===== src/include/dma_settings.svh =====
`ifndef DMA_SETTINGS_SVH
`define DMA_SETTINGS_SVH

// Transfer geometry
`define DMA_LINE_BYTES 16
`define DMA_LINE_OFS_W 4
`define DMA_DISC_ADDR_W 32
`define DMA_MEM_ADDR_W 15
`define DMA_COUNT_W 12

// Register map
`define DMA_REG_ADDR_W 8
`define DMA_REG_KBCHAR 8'h00
`define DMA_REG_SOURCE 8'h04
`define DMA_REG_DEST 8'h08
`define DMA_REG_COUNT 8'h0C
`define DMA_REG_CONTROL 8'h10
`define DMA_REG_STATUS 8'h14

`endif


===== src/logic/dmaPkg.sv =====
`include "dma_settings.svh"

package dmaPkg;

    // AXI4-Lite register bus
    typedef struct packed {
        logic awValid;
        logic [`DMA_REG_ADDR_W-1:0] awAddr;
        logic wValid;
        logic [31:0] wData;
        logic [3:0] wStrb;
        logic bReady;
    } axiWriteReq;

    typedef struct packed {
        logic awReady;
        logic wReady;
        logic bValid;
        logic [1:0] bResp;
    } axiWriteRsp;

    typedef struct packed {
        logic arValid;
        logic [`DMA_REG_ADDR_W-1:0] arAddr;
        logic rReady;
    } axiReadReq;

    typedef struct packed {
        logic arReady;
        logic rValid;
        logic [31:0] rData;
        logic [1:0] rResp;
    } axiReadRsp;

    // Job as programmed by the CPU
    typedef struct packed {
        logic [`DMA_DISC_ADDR_W-1:0] discSource;
        logic [`DMA_MEM_ADDR_W-1:0] memDest;
        logic [`DMA_COUNT_W-1:0] byteCount;
    } dmaJob;

    typedef struct packed {
        logic valid;
        logic [`DMA_DISC_ADDR_W-`DMA_LINE_OFS_W-1:0] lineAddr;
    } discReq;

    typedef struct packed {
        logic valid;
        logic [`DMA_LINE_BYTES*8-1:0] data;
    } discRsp;

    typedef struct packed {
        logic valid;
        logic [`DMA_LINE_BYTES*8-1:0] data;
    } lineBeat;

    typedef struct packed {
        logic valid;
        logic [`DMA_MEM_ADDR_W-1:0] addr;
        logic [`DMA_LINE_BYTES*8-1:0] data;
        logic [`DMA_LINE_BYTES-1:0] strobe;
    } memWrite;

endpackage


===== src/logic/dmaRegDecode.sv =====
`include "dma_settings.svh"

module dmaRegDecode (
    input  logic clk,
    input  logic rst,
    input  dmaPkg::axiWriteReq wrReq,
    output dmaPkg::axiWriteRsp wrRsp,
    input  dmaPkg::axiReadReq rdReq,
    output dmaPkg::axiReadRsp rdRsp,
    input  logic [7:0] kbData,
    output logic kbRead,
    input  logic busy,
    input  logic irq,
    output dmaPkg::dmaJob job,
    output logic jobStart,
    output logic irqClear
);

    localparam logic [1:0] RespOkay = 2'b00;
    localparam logic [1:0] RespSlvErr = 2'b10;

    logic bValid;
    logic [1:0] bResp;
    logic rValid;
    logic [1:0] rResp;
    logic [31:0] rData;
    logic wrAccept;
    logic rdAccept;
    logic wrKnown;
    logic wrError;
    logic rdKnown;
    logic [31:0] rdWord;

    // Address and data taken together, one write response at a time
    assign wrAccept = wrReq.awValid && wrReq.wValid && !bValid;
    assign rdAccept = rdReq.arValid && !rValid;

    assign wrRsp.awReady = wrAccept;
    assign wrRsp.wReady = wrAccept;
    assign wrRsp.bValid = bValid;
    assign wrRsp.bResp = bResp;

    assign rdRsp.arReady = !rValid;
    assign rdRsp.rValid = rValid;
    assign rdRsp.rData = rData;
    assign rdRsp.rResp = rResp;

    // KBCHAR is read-only, so it is not a write target
    always_comb begin
        case (wrReq.awAddr)
            `DMA_REG_SOURCE, `DMA_REG_DEST, `DMA_REG_COUNT,
            `DMA_REG_CONTROL, `DMA_REG_STATUS: wrKnown = 1'b1;
            default: wrKnown = 1'b0;
        endcase
    end

    assign wrError = !wrKnown || (wrReq.awAddr == `DMA_REG_CONTROL && busy);

    always_ff @(posedge clk) begin
        if (!rst) begin
            bValid <= 1'b0;
            bResp <= RespOkay;
            jobStart <= 1'b0;
            irqClear <= 1'b0;
            job <= '0;
        end else begin
            jobStart <= 1'b0;
            irqClear <= 1'b0;
            if (bValid && wrReq.bReady) begin
                bValid <= 1'b0;
            end
            if (wrAccept) begin
                bValid <= 1'b1;
                bResp <= wrError ? RespSlvErr : RespOkay;
                if (!wrError) begin
                    case (wrReq.awAddr)
                        `DMA_REG_SOURCE: job.discSource <= wrReq.wData;
                        `DMA_REG_DEST: job.memDest <= wrReq.wData[`DMA_MEM_ADDR_W-1:0];
                        `DMA_REG_COUNT: job.byteCount <= wrReq.wData[`DMA_COUNT_W-1:0];
                        // Zero-length job never starts
                        `DMA_REG_CONTROL: jobStart <= wrReq.wData[0] && job.byteCount != '0;
                        `DMA_REG_STATUS: irqClear <= wrReq.wData[1];
                        default: ;
                    endcase
                end
            end
        end
    end

    always_comb begin
        rdKnown = 1'b1;
        case (rdReq.arAddr)
            `DMA_REG_KBCHAR: rdWord = {24'b0, kbData};
            `DMA_REG_SOURCE: rdWord = job.discSource;
            `DMA_REG_DEST: rdWord = 32'(job.memDest);
            `DMA_REG_COUNT: rdWord = 32'(job.byteCount);
            `DMA_REG_CONTROL: rdWord = {31'b0, busy};
            `DMA_REG_STATUS: rdWord = {30'b0, irq, busy};
            default: begin
                rdKnown = 1'b0;
                rdWord = '0;
            end
        endcase
    end

    always_ff @(posedge clk) begin
        if (!rst) begin
            rValid <= 1'b0;
            rResp <= RespOkay;
            kbRead <= 1'b0;
        end else begin
            // Character consumed on the cycle after the read is taken
            kbRead <= rdAccept && rdReq.arAddr == `DMA_REG_KBCHAR;
            if (rValid && rdReq.rReady) begin
                rValid <= 1'b0;
            end
            if (rdAccept) begin
                rValid <= 1'b1;
                rResp <= rdKnown ? RespOkay : RespSlvErr;
            end
        end
    end

    always_ff @(posedge clk) begin
        if (rdAccept) begin
            rData <= rdWord;
        end
    end

    bHeldUntilReady: assert property (@(posedge clk) disable iff (!rst)
        wrRsp.bValid && !wrReq.bReady |=> wrRsp.bValid && $stable(wrRsp.bResp));

endmodule


===== src/logic/dmaSequencer.sv =====
`include "dma_settings.svh"

module dmaSequencer (
    input  logic clk,
    input  logic rst,
    input  dmaPkg::dmaJob job,
    input  logic jobStart,
    input  logic irqClear,
    output dmaPkg::discReq disc,
    input  logic discReady,
    input  dmaPkg::discRsp discData,
    output dmaPkg::lineBeat beat,
    input  logic lineReady,
    input  logic alignDone,
    output logic busy,
    output logic irq
);

    localparam int LineAddrW = `DMA_DISC_ADDR_W - `DMA_LINE_OFS_W;
    localparam int LineCntW = `DMA_COUNT_W - `DMA_LINE_OFS_W + 1;
    localparam int LineW = `DMA_LINE_BYTES * 8;

    logic [LineAddrW-1:0] lineAddr;
    logic [LineCntW-1:0] linesLeft;
    logic [LineCntW-1:0] jobLines;
    logic reqValid;
    logic waiting;
    logic bufValid;
    logic [LineW-1:0] bufData;
    logic reqDone;
    logic respIn;
    logic issue;

    // Disc reads needed, rounded up to whole lines
    assign jobLines = LineCntW'(({1'b0, job.byteCount} + (`DMA_LINE_BYTES - 1))
        >> `DMA_LINE_OFS_W);

    assign disc.valid = reqValid;
    assign disc.lineAddr = lineAddr;

    assign reqDone = reqValid && discReady;
    assign respIn = waiting && discData.valid;

    // Fresh response bypasses the buffer when it is empty
    assign beat.valid = bufValid || respIn;
    assign beat.data = bufValid ? bufData : discData.data;

    // Next read once nothing is in flight and the buffer is free or draining
    assign issue = busy && linesLeft != '0 && !reqValid
        && (!waiting || (respIn && lineReady))
        && (!bufValid || lineReady);

    always_ff @(posedge clk) begin
        if (!rst) begin
            reqValid <= 1'b0;
            waiting <= 1'b0;
            bufValid <= 1'b0;
            linesLeft <= '0;
            lineAddr <= '0;
            busy <= 1'b0;
            irq <= 1'b0;
        end else begin
            if (jobStart) begin
                busy <= 1'b1;
                reqValid <= 1'b1;
                lineAddr <= job.discSource[`DMA_DISC_ADDR_W-1:`DMA_LINE_OFS_W];
                linesLeft <= jobLines;
            end else begin
                if (reqDone) begin
                    reqValid <= 1'b0;
                    waiting <= 1'b1;
                    lineAddr <= lineAddr + 1'b1;
                    linesLeft <= linesLeft - 1'b1;
                end else if (issue) begin
                    reqValid <= 1'b1;
                end
                if (respIn) begin
                    waiting <= 1'b0;
                end
            end

            if (respIn && !lineReady) begin
                bufValid <= 1'b1;
            end else if (bufValid && lineReady) begin
                bufValid <= 1'b0;
            end

            if (alignDone) begin
                busy <= 1'b0;
                irq <= 1'b1;
            end else if (irqClear) begin
                irq <= 1'b0;
            end
        end
    end

    always_ff @(posedge clk) begin
        if (respIn && !lineReady) begin
            bufData <= discData.data;
        end
    end

    discOnlyWhileBusy: assert property (@(posedge clk) disable iff (!rst)
        disc.valid |-> busy);

endmodule


===== src/logic/dmaLineAligner.sv =====
`include "dma_settings.svh"

module dmaLineAligner (
    input  logic clk,
    input  logic rst,
    input  dmaPkg::dmaJob job,
    input  logic jobStart,
    input  dmaPkg::lineBeat beat,
    output logic lineReady,
    output dmaPkg::memWrite mem,
    input  logic memReady,
    output logic alignDone
);

    localparam int OfsW = `DMA_LINE_OFS_W;
    localparam int LineW = `DMA_LINE_BYTES * 8;
    localparam int PosW = `DMA_COUNT_W + 1;
    localparam int LineCntW = `DMA_COUNT_W - OfsW + 1;
    localparam int MemLineW = `DMA_MEM_ADDR_W - OfsW;

    logic [OfsW-1:0] offset;
    logic [MemLineW-1:0] nextLine;
    logic [LineCntW-1:0] linesLeft;
    logic [LineCntW-1:0] jobLines;
    // Destination bytes still to cover, counted from the current line start
    logic [PosW-1:0] posLeft;
    logic firstWrite;
    logic memValid;
    logic memLast;
    logic [`DMA_MEM_ADDR_W-1:0] memAddr;
    logic [LineW-1:0] memData;
    logic [`DMA_LINE_BYTES-1:0] memStrobe;
    logic [LineW-1:0] carry;
    logic [2*LineW-1:0] shifted;
    logic [`DMA_LINE_BYTES-1:0] strobe;
    logic slotFree;
    logic takeBeat;
    logic takeFlush;

    assign jobLines = LineCntW'(({1'b0, job.byteCount} + (`DMA_LINE_BYTES - 1)) >> OfsW);

    assign slotFree = !memValid || memReady;
    assign lineReady = linesLeft != '0 && slotFree;
    assign takeBeat = beat.valid && lineReady;
    // Leftover carry bytes after the last disc line
    assign takeFlush = linesLeft == '0 && posLeft != '0 && slotFree;
    assign alignDone = memValid && memReady && memLast;

    assign mem.valid = memValid;
    assign mem.addr = memAddr;
    assign mem.data = memData;
    assign mem.strobe = memStrobe;

    // Upper half spills into the next write
    assign shifted = {{LineW{1'b0}}, beat.data} << {offset, 3'b000};

    always_comb begin
        for (int i = 0; i < `DMA_LINE_BYTES; i++) begin
            strobe[i] = PosW'(i) < posLeft && (!firstWrite || OfsW'(i) >= offset);
        end
    end

    always_ff @(posedge clk) begin
        if (!rst) begin
            memValid <= 1'b0;
            memLast <= 1'b0;
            linesLeft <= '0;
            posLeft <= '0;
            firstWrite <= 1'b0;
            offset <= '0;
            nextLine <= '0;
        end else if (jobStart) begin
            linesLeft <= jobLines;
            posLeft <= PosW'(job.memDest[OfsW-1:0]) + PosW'(job.byteCount);
            firstWrite <= 1'b1;
            offset <= job.memDest[OfsW-1:0];
            nextLine <= job.memDest[`DMA_MEM_ADDR_W-1:OfsW];
        end else begin
            if (memReady) begin
                memValid <= 1'b0;
            end
            if (takeBeat || takeFlush) begin
                memValid <= 1'b1;
                memLast <= posLeft <= PosW'(`DMA_LINE_BYTES);
                firstWrite <= 1'b0;
                nextLine <= nextLine + 1'b1;
                if (posLeft <= PosW'(`DMA_LINE_BYTES)) begin
                    posLeft <= '0;
                end else begin
                    posLeft <= posLeft - PosW'(`DMA_LINE_BYTES);
                end
            end
            if (takeBeat) begin
                linesLeft <= linesLeft - 1'b1;
            end
        end
    end

    always_ff @(posedge clk) begin
        if (jobStart) begin
            carry <= '0;
        end else if (takeBeat || takeFlush) begin
            memAddr <= {nextLine, {OfsW{1'b0}}};
            memStrobe <= strobe;
            memData <= takeBeat ? (shifted[LineW-1:0] | carry) : carry;
            if (takeBeat) begin
                carry <= shifted[2*LineW-1:LineW];
            end
        end
    end

    noEmptyWrite: assert property (@(posedge clk) disable iff (!rst)
        mem.valid |-> mem.strobe != '0);

endmodule


===== src/logic/dmaTop.sv =====
module dmaTop (
    input  logic clk,
    input  logic rst,
    input  dmaPkg::axiWriteReq wrReq,
    output dmaPkg::axiWriteRsp wrRsp,
    input  dmaPkg::axiReadReq rdReq,
    output dmaPkg::axiReadRsp rdRsp,
    input  logic [7:0] kbData,
    output logic kbRead,
    output dmaPkg::discReq disc,
    input  logic discReady,
    input  dmaPkg::discRsp discData,
    output dmaPkg::memWrite mem,
    input  logic memReady,
    output logic irq
);

    dmaPkg::dmaJob job;
    dmaPkg::lineBeat beat;
    logic jobStart;
    logic irqClear;
    logic busy;
    logic lineReady;
    logic alignDone;

    dmaRegDecode i_regDecode (
        .clk(clk),
        .rst(rst),
        .wrReq(wrReq),
        .wrRsp(wrRsp),
        .rdReq(rdReq),
        .rdRsp(rdRsp),
        .kbData(kbData),
        .kbRead(kbRead),
        .busy(busy),
        .irq(irq),
        .job(job),
        .jobStart(jobStart),
        .irqClear(irqClear)
    );

    // Disc reads and completion
    dmaSequencer i_sequencer (
        .clk(clk),
        .rst(rst),
        .job(job),
        .jobStart(jobStart),
        .irqClear(irqClear),
        .disc(disc),
        .discReady(discReady),
        .discData(discData),
        .beat(beat),
        .lineReady(lineReady),
        .alignDone(alignDone),
        .busy(busy),
        .irq(irq)
    );

    dmaLineAligner i_aligner (
        .clk(clk),
        .rst(rst),
        .job(job),
        .jobStart(jobStart),
        .beat(beat),
        .lineReady(lineReady),
        .mem(mem),
        .memReady(memReady),
        .alignDone(alignDone)
    );

endmodule


===== config.mk =====
export PLATFORM = sky130hd
export DESIGN_NAME = dmaTop
export DESIGN_NICKNAME = d
export VERILOG_FILES = /design/src/logic/dmaPkg.sv /design/src/logic/dmaRegDecode.sv /design/src/logic/dmaSequencer.sv /design/src/logic/dmaLineAligner.sv /design/src/logic/dmaTop.sv
export VERILOG_INCLUDE_DIRS = /design/src /design/src/include
export SDC_FILE = /design/constraint.sdc
export NUM_CORES = 1
export LEC_CHECK = 0
export BUFFER_PORTS_ARGS = -buffer_cell sky130_fd_sc_hd__buf_2
export CELL_PAD_IN_SITES_DETAIL_PLACEMENT = 1
export CELL_PAD_IN_SITES_GLOBAL_PLACEMENT = 1
export CORE_ASPECT_RATIO = 0.8
export CORE_MARGIN = 10
export CORE_UTILIZATION = 50
export CTS_BUF_LIST = sky130_fd_sc_hd__clkbuf_8
export DETAILED_ROUTE_END_ITERATION = 8
export GPL_TIMING_DRIVEN = 0
export PLACE_DENSITY = 0.93
export SYNTH_ARGS = -nofsm -noshare
export SYNTH_HDL_FRONTEND = slang
export SYNTH_HIERARCHICAL = 1
export SYNTH_SLANG_ARGS = --single-unit

===== constraint.sdc =====
create_clock -name clk -period 18.67 [get_ports clk]
set_input_delay 2.8005 -clock clk [delete_from_list [all_inputs] [get_ports clk]]
set_output_delay 2.8005 -clock clk [all_outputs]
set_load 0.02 [all_outputs]

**Yosys cells after proc, flatten, opt, wreduce, memory -nomap -nowiden**

Index checks and enable logic that the tools add are counted.
W data, S select, Z words.

- Flip-flop bits (word level): 593
- Bits of input ports: 198
- Output and inout bits: 232

- Add/sub/neg operators: 7
- $lt $le $gt $ge: 33
- Eq/ne operators: 10
- Shifts and indexed selects: 1
- Muxes and demuxes: 35
- Bitwise operators: 7
- Reduce and logical (&&, ||, !) cells: 98

Operator list:

| kind | number |
|---|---|
| $mux W128 | 2 |
| $shl A128 B7 Y256 | 1 |
| $pmux W32 S6 | 1 |
| $or A128 B128 Y128 | 1 |
| $lt A4 B13 Y1 const A | 8 |
| $mux W28 | 2 |
| $lt A3 B13 Y1 const A | 4 |
| $logic_and A1 B1 Y1 | 39 |
| $mux W13 | 3 |
| $mux W9 | 4 |
| $eq A8 B4 Y1 const B | 4 |
| $eq A8 B5 Y1 const B | 4 |
| $ge A4 B4 Y1 const A | 8 |
| $add A28 B1 Y28 const B | 1 |
| $lt A1 B13 Y1 const A | 2 |
| $lt A2 B13 Y1 const A | 2 |
| $logic_or A1 B1 Y1 | 22 |
| $mux W11 | 2 |
| $mux W1 | 19 |
| $reduce_bool A2 Y1 | 9 |
| $reduce_bool A9 Y1 | 2 |
| $sub A9 B1 Y9 const B | 2 |
| $eq A8 B3 Y1 const B | 2 |
| $ge A3 B4 Y1 const A | 4 |
| 21 further kinds | 43 |

**Longest topological paths before layout**

Gate-level depths: netlist of the first run.

- Depth in word-level cells: 10
- Mapped depth: 11
- Depth with buffers taken out: 9

**By module**

Netlist of the first run, hierarchy kept.

By module, submodules not included:

| module | times used | cells each | area each (um^2) | sequential area each (um^2) |
|---|---|---|---|---|
| dmaLineAligner | 1 | 1711 | 17533.1 | 7857.5 |
| dmaSequencer | 1 | 569 | 7807.5 | 4684.5 |
| dmaRegDecode | 1 | 381 | 4172.8 | 2282.2 |

**Least setup slack after synthesis of the first run**

No wires, ideal clock.

- Kind: input -> register
- Start: in discData[128] in the netlist's numbering
- End: reg i_aligner.memAddr[10], enable pin
- Arrival time: 9.841 ns
- Data required time: 17.996 ns
- Setup slack: 8.154 ns
- Stages on the path: 5
- Path buffers: 0
- Cell sequence: nand2_1 -> nand2b_1 -> o211a_1 -> a21oi_2 -> nor2_1

RTL lines:

| item | line | RTL |
|---|---|---|
| start: declaration | dmaTop.sv:12 | `input dmaPkg::discRsp discData,` |
| end signal: assignment | dmaLineAligner.sv:103 | `memAddr <= {nextLine, {OfsW{1'b0}}};` |
| end: declaration | dmaLineAligner.sv:30 | `` logic [`DMA_MEM_ADDR_W-1:0] memAddr; `` |

**Worst setup path in the final report of the first run**

- Start: in wrReq[37] in the netlist's numbering
- End: out wrRsp[3] in the netlist's numbering

- Longest elaborated chain between the ends: 2

Ends and longest elaborated chain:

| item | line | RTL |
|---|---|---|
| start: declaration | dmaTop.sv:4 | `input dmaPkg::axiWriteReq wrReq,` |
| $logic_and A1 B1 Y1 (2 in a row) | dmaRegDecode.sv:35 | `assign wrAccept = wrReq.awValid && wrReq.wValid && !bValid;` |
| end: declaration | dmaTop.sv:5 | `output dmaPkg::axiWriteRsp wrRsp,` |

Every way passes these cells.

==> results.sh, run 1 <==
export IMPL_holdPathStages=2
export IMPL_design_area_mm2=0.0348
export IMPL_powerDensity_mw_per_mm2=111
export IMPL_drtPass1Iterations=6
export IMPL_cts_hold_fix_buffers=0
export IMPL_drc=0
export IMPL_io_pins=430
export IMPL_p_leak_nw=13.9
export IMPL_drv_slew=8
export IMPL_grt_pass1_vias=27674
export IMPL_gp_congestion=1.08
export IMPL_async_flop_share_pct=0
export IMPL_die_h_um=237
export IMPL_cts_tree="yes"
export IMPL_synth_seq_area_share_pct=50.2
export IMPL_cp_max_fo=7
export IMPL_status="complete, but fails checks"
export IMPL_rsz0062_at_grt="false"
export IMPL_final_hold_violation_count=0
export IMPL_drive_gt1_share_pct=27.8
export IMPL_rows=79
export IMPL_cp_startpoint="wrReq[37]"
export IMPL_netlist_instances=2661
export IMPL_fin_skew_ps=54.7
export IMPL_place_area_mm2=0.0327
export IMPL_antenna_found_initial=11
export IMPL_yosysWarnings=6
export IMPL_rrSetupSlack_ps=14020
export IMPL_finalCritPeriodShare_pct=35.3
export IMPL_wl_um=140000
export IMPL_crit_path_end="wrRsp[3]"
export IMPL_dp_hpwl_um=108000
export IMPL_setup_ws_ps=12070
export IMPL_grt_usage_pct=38.9
export IMPL_cts_buffers_inserted=96
export IMPL_synth_seq_cells=583
export IMPL_violations="capacitance limit, slew limit"
export IMPL_viasPerCell=6.79
export IMPL_timing_hold_ws_ps=442
export IMPL_worstSetupStartpointType="input port"
export IMPL_dr_total_vias=27472
export IMPL_grt_pass1_wl_um=199000
export IMPL_worstSetupEndpointType="output pin"
export IMPL_area_delta_synth_final_pct=18.0
export IMPL_r2r_start="i_sequencer/bufValid$_SDFFE_PN0P_"
export IMPL_cp_required_ps=15870
export IMPL_dieArea_mm2=0.0692
export IMPL_p_total_mw=3.87
export IMPL_min_delay_start="i_aligner/carry[45]$_SDFFE_PP0P_"
export IMPL_postCtsSetupBuffers=0
export IMPL_postSynthAreaPerCell_um2=11.1
export IMPL_vdd_drop_max_uv=87.2
export IMPL_dp_slack_ps=12170
export IMPL_postCtsResizedCells=0
export IMPL_reg2reg_to="i_aligner/memData[123]$_SDFFCE_PP0P_"
export IMPL_path_class="in2out"
export IMPL_finalNonFillerCells=4044
export IMPL_fin_crit_ps=6600
export IMPL_initial_utilization_pct=50.6
export IMPL_setup_tns_final_ps=0
export IMPL_grt_max_degree=41
export IMPL_synthesis_area_mm2=0.0295
export IMPL_finalSetupViolations=0
export IMPL_synth_top_flop_cell="edfxtp_1"
export IMPL_cts_sinks=583
export IMPL_htreeDepth=3
export IMPL_grt_overflow=0
export IMPL_die_x_um=292
export IMPL_synth_cell_types=84
export IMPL_cts_buffer_depth=3
export IMPL_clk_latency_ps=750
export IMPL_maxCapViolCount=2
export IMPL_cp_arrival_ps=3800
export IMPL_maxSlewHeadroom_pct=-6.98
export IMPL_portBuffers=416
export IMPL_reg2reg_depth=8
export IMPL_wl_per_cell_um=34.7
export IMPL_fillers=6343
export IMPL_min_path_type="reg2reg"
export IMPL_postRouteAntennaNets=0
export IMPL_core_mm2=0.0583
export IMPL_fmax_mhz=152
export IMPL_first_iter_violations=3958
export IMPL_final_util_pct=59.7
export IMPL_fin_nets=3396
export IMPL_synth_edff_count=315
export IMPL_dp_cells=3857
export IMPL_cts_clk_slew_worst_paths_ps=70
export IMPL_tightest_slew_ps=1590
export IMPL_root_buffer="clkbuf_8"
## cell usage after synthesis, drive strengths merged (33+ instances only)
library cell	n	area, um^2
a22oi	42	315
inv	37	139
o21ai	162	822
mux4	87	1960
nor2	154	581
mux2	165	1860
edfxtp	315	9460
o21bai	49	368
a211oi	58	445
clkbuf	119	448
nand2	308	1160
dfxtp	268	5370
a21o	59	443
a21oi	149	749
mux2i	160	1600
buf	91	478
xor2	33	289
## registers in the layout (all words and copies together) (netlist names), 4 cells and up
register,count
i_aligner/nextLine,11
i_aligner/memStrobe,16
i_sequencer/bufData,128
i_aligner/linesLeft,9
i_aligner/posLeft,13
i_sequencer/lineAddr,28
i_regDecode/rData,32
i_aligner/carry,120
i_sequencer/linesLeft,9
i_aligner/memAddr,11
i_aligner/offset,4
i_aligner/memData,128
i_regDecode/job,59
## kinds of logic after synthesis
kind of cell | Yosys count | synth area share (%)
fa+ha+maj | 12 | 0.534
simple gates | 696 | 11.3
compound gates | 653 | 14.3
other cells | 2 | 0.0254
xor+xnor | 54 | 1.60
buf+inv | 249 | 3.63
mux | 412 | 18.4
flops | 583 | 50.2
## final cells by class
type / instances / area [um^2] / share of cell area, %
Clock buffer: 106 / 1460 / 4.19
Sequential cell: 583 / 14800 / 42.6
Tap cell: 769 / 962 / 2.76
Multi-Input combinational cell: 1833 / 13700 / 39.2
Buffer: 210 / 926 / 2.66
Inverter: 39 / 146 / 0.420
Antenna cell: 6 / 15.0 / 0.0431
Timing Repair Buffer: 423 / 2220 / 6.38
Clock inverter: 75 / 618 / 1.77
## layer usage
metal	part of all wire (%)	vias up	track usage, %
met2	43	2156	57.3
met5	0.034	-	0
met1	39	13887	51.7
met3	14	415	14.2
met4	4.5	6	15.0
li1	-	11008	-
## worst min path at each step
stage                                       endpoint  slack, ps
floorplan           i_aligner/carry[40]$_SDFFE_PP0P_        410
global placement    i_aligner/carry[45]$_SDFFE_PP0P_        420
detailed placement  i_aligner/carry[45]$_SDFFE_PP0P_        420
CTS                 i_aligner/carry[45]$_SDFFE_PP0P_        440
global route        i_aligner/carry[44]$_SDFFE_PP0P_        470
finish              i_aligner/carry[45]$_SDFFE_PP0P_        440
## cells in the final DEF (no fill, tap or decap), types with 26 or more instances in the layout
cell type / n
nor2_1: 151
and2_1: 26
clkbuf_8: 106
mux2_2: 165
o21ai_0: 160
a211oi_1: 56
a22oi_1: 42
mux2i_1: 160
mux4_2: 87
buf_1: 32
dfxtp_1: 268
a21o_1: 59
edfxtp_1: 315
xor2_1: 33
a21oi_1: 148
buf_2: 456
nand2_1: 306
nand3_1: 31
inv_1: 67
o21bai_1: 49
clkbuf_1: 118
## where the power goes
| group | internal (mW) | switching (mW) | leakage, nW |
|---|---|---|---|
| Combinational | 0.266 | 0.668 | 7.50 |
| Clock | 0.668 | 0.582 | 1.18 |
| Sequential | 1.61 | 0.0771 | 5.25 |
## critical path, stage by stage
cell and delay [ps]:
buf_2 90, nand3b_1 340, inv_1 270, buf_4 140, buf_2 150
(Power assumes the default switching activity.)
==> run 2, diff against run 1 <==
--- a/config.mk
+++ b/config.mk
@@ -11,11 +11,11 @@
 export CELL_PAD_IN_SITES_GLOBAL_PLACEMENT = 1
 export CORE_ASPECT_RATIO = 0.8
 export CORE_MARGIN = 10
-export CORE_UTILIZATION = 50
+export CORE_UTILIZATION = 47
 export CTS_BUF_LIST = sky130_fd_sc_hd__clkbuf_8
 export DETAILED_ROUTE_END_ITERATION = 8
 export GPL_TIMING_DRIVEN = 0
-export PLACE_DENSITY = 0.93
+export PLACE_DENSITY = 0.88
 export SYNTH_ARGS = -nofsm -noshare
 export SYNTH_HDL_FRONTEND = slang
 export SYNTH_HIERARCHICAL = 1
==> constraint.sdc (replaced) <==
create_clock -name clk -period 6.29 [get_ports clk]
set_input_delay 0.9435 -clock clk [delete_from_list [all_inputs] [get_ports clk]]
set_output_delay 0.9435 -clock clk [all_outputs]
set_load 0.02 [all_outputs]
==> results.sh, run 2 (synthesis results as in run 1) <==
export IMPL_finalNonFillerCells=4110
export IMPL_worstSetupStartpointType="register"
export IMPL_postRouteAntennaNets=0
export IMPL_cts_hold_fix_buffers=0
export IMPL_htreeDepth=3
export IMPL_drive_gt1_share_pct=27.7
export IMPL_initial_utilization_pct=47.3
export IMPL_final_util_pct=55.7
export IMPL_dieArea_mm2=0.0733
export IMPL_vdd_drop_max_uv=265
export IMPL_p_clk_share_pct=30.3
export IMPL_fin_crit_ps=4580
export IMPL_cp_max_fo=10
export IMPL_final_hold_violation_count=0
export IMPL_design_area_mm2=0.0347
export IMPL_violations="capacitance limit, slew limit"
export IMPL_layout_commonest_cell="buf_2"
export IMPL_r2r_start="i_sequencer/bufValid$_SDFFE_PN0P_"
export IMPL_clk_latency_ps=720
export IMPL_cp_required_ps=6720
export IMPL_first_iter_violations=2989
export IMPL_met3_length_um=16000
export IMPL_finalCritPeriodShare_pct=72.9
export IMPL_wl_um=137000
export IMPL_cp_startpoint="i_sequencer/bufValid$_SDFFE_PN0P_"
export IMPL_drc=0
export IMPL_p_leak_nw=13.9
export IMPL_core_mm2=0.0624
export IMPL_worstSetupEndpointType="register"
export IMPL_root_buffer="clkbuf_8"
export IMPL_finalSetupViolations=0
export IMPL_status="complete, but fails checks"
export IMPL_postCtsSetupBuffers=0
export IMPL_drv_slew=4
export IMPL_p_total_mw=11.1
export IMPL_wl_met1_um=58200
export IMPL_maxSlewHeadroom_pct=-1.31
export IMPL_powerDensity_mw_per_mm2=320
export IMPL_dp_hpwl_um=109000
export IMPL_cts_sinks=583
export IMPL_cp_arrival_ps=5010
export IMPL_grt_max_degree=42
export IMPL_final_cell_mix="buf_2 (456), edfxtp_1 (315), nand2_1 (306)"
export IMPL_setup_tns_final_ps=0
export IMPL_switching_power_mw=3.83
export IMPL_cts_clk_slew_worst_paths_ps=60
export IMPL_tightest_slew_ps=1500
export IMPL_dr_wl_met2_um=58900
export IMPL_rows=82
export IMPL_pwr_share_seq_pct=44.8
export IMPL_area_delta_synth_final_pct=17.7
export IMPL_p_int_mw=7.30
export IMPL_io_pins=430
export IMPL_portBuffers=416
export IMPL_switching_share_pct=34.4
export IMPL_cts_tree="yes"
export IMPL_cts_buffers_inserted=95
export IMPL_power_frac_comb_pct=24.9
export IMPL_min_delay_start="discData[126]"
export IMPL_fmax_mhz=218
export IMPL_gp_congestion=1.04
export IMPL_top_regs="i_aligner/memData: 128 flops, i_sequencer/bufData: 128 flops, i_aligner/carry: 120 flops"
export IMPL_postCtsResizedCells=0
export IMPL_viasPerCell=6.46
export IMPL_maxCapViolCount=1
export IMPL_fin_nets=3396
export IMPL_dr_total_vias=26548
export IMPL_cts_buffer_depth=3
export IMPL_die_h_um=244
export IMPL_dp_cells=3928
export IMPL_top_layer="met5"
export IMPL_drtPass1Iterations=6
export IMPL_rrSetupSlack_ps=1710
export IMPL_min_path_type="in2reg"
export IMPL_grt_overflow=0
export IMPL_grt_pass1_vias=26622
export IMPL_wl_per_cell_um=33.3
export IMPL_grt_usage_pct=36.1
export IMPL_path_class="reg2reg"
export IMPL_die_x_um=300
export IMPL_fin_skew_ps=40.3
export IMPL_rsz0062_at_grt="false"
export IMPL_place_area_mm2=0.0328
export IMPL_grt_pass1_wl_um=194000
export IMPL_antenna_found_initial=8
run 2: layout make-up:
class	count	area (um^2)
multi-input cells	1833	13700
plain buffers	210	926
clock inverters	67	385
diodes	3	7.51
well taps	840	1050
flip-flops and latches	583	14800
clock buffers	111	1530
fillers	6906	27600
inverters	39	146
repair buffers	424	2230
run 2: path summary, 6_finish.rpt:
check / end / cells past startpoint
setup / recovery: i_aligner/memData[123]$_SDFFCE_PP0P_ / 8
setup reg to reg: i_aligner/memData[123]$_SDFFCE_PP0P_ / 8
hold reg to reg: i_aligner/carry[47]$_SDFFE_PP0P_ / 2
hold / removal: i_sequencer/bufData[126]$_DFFE_PP_ / 1
run 2: metal layers:
metal  global-route usage [%]  vias up
li1                         -    11019
met1                     50.3    13595
met2                     53.1     1670
met3                     12.1      260
met4                     9.49        4
met5                        0        -
run 2: per-stage QoR:
step | setup WS (ps) | hold slack [ps]
finish | 1710 | 416
CTS | 1990 | 366
global placement | -1670 | 422
global route | 1830 | 382
detailed placement | 2020 | 442
floorplan | 269 | 410
run 2: critical path, stage by stage (launching register included):
cell and delay [ps]:
dfxtp_1 410, buf_1 820, buf_1 520, mux2_2 480, mux2_2 390, o21ai_0 1100
nor2_1 150, a211oi_1 300, a211oi_1 90
run 2: power groups by stage:
stage	Clock, mW	Combinational (mW)	Sequential [mW]
2_1_floorplan	0	0.917	5.71
4_1_cts	3.40	2.75	4.99
6_report	3.37	2.77	4.99
5_1_grt	3.57	2.91	5.03
3_3_place_gp	0	2.44	5.10
3_5_place_dp	0	2.74	5.07
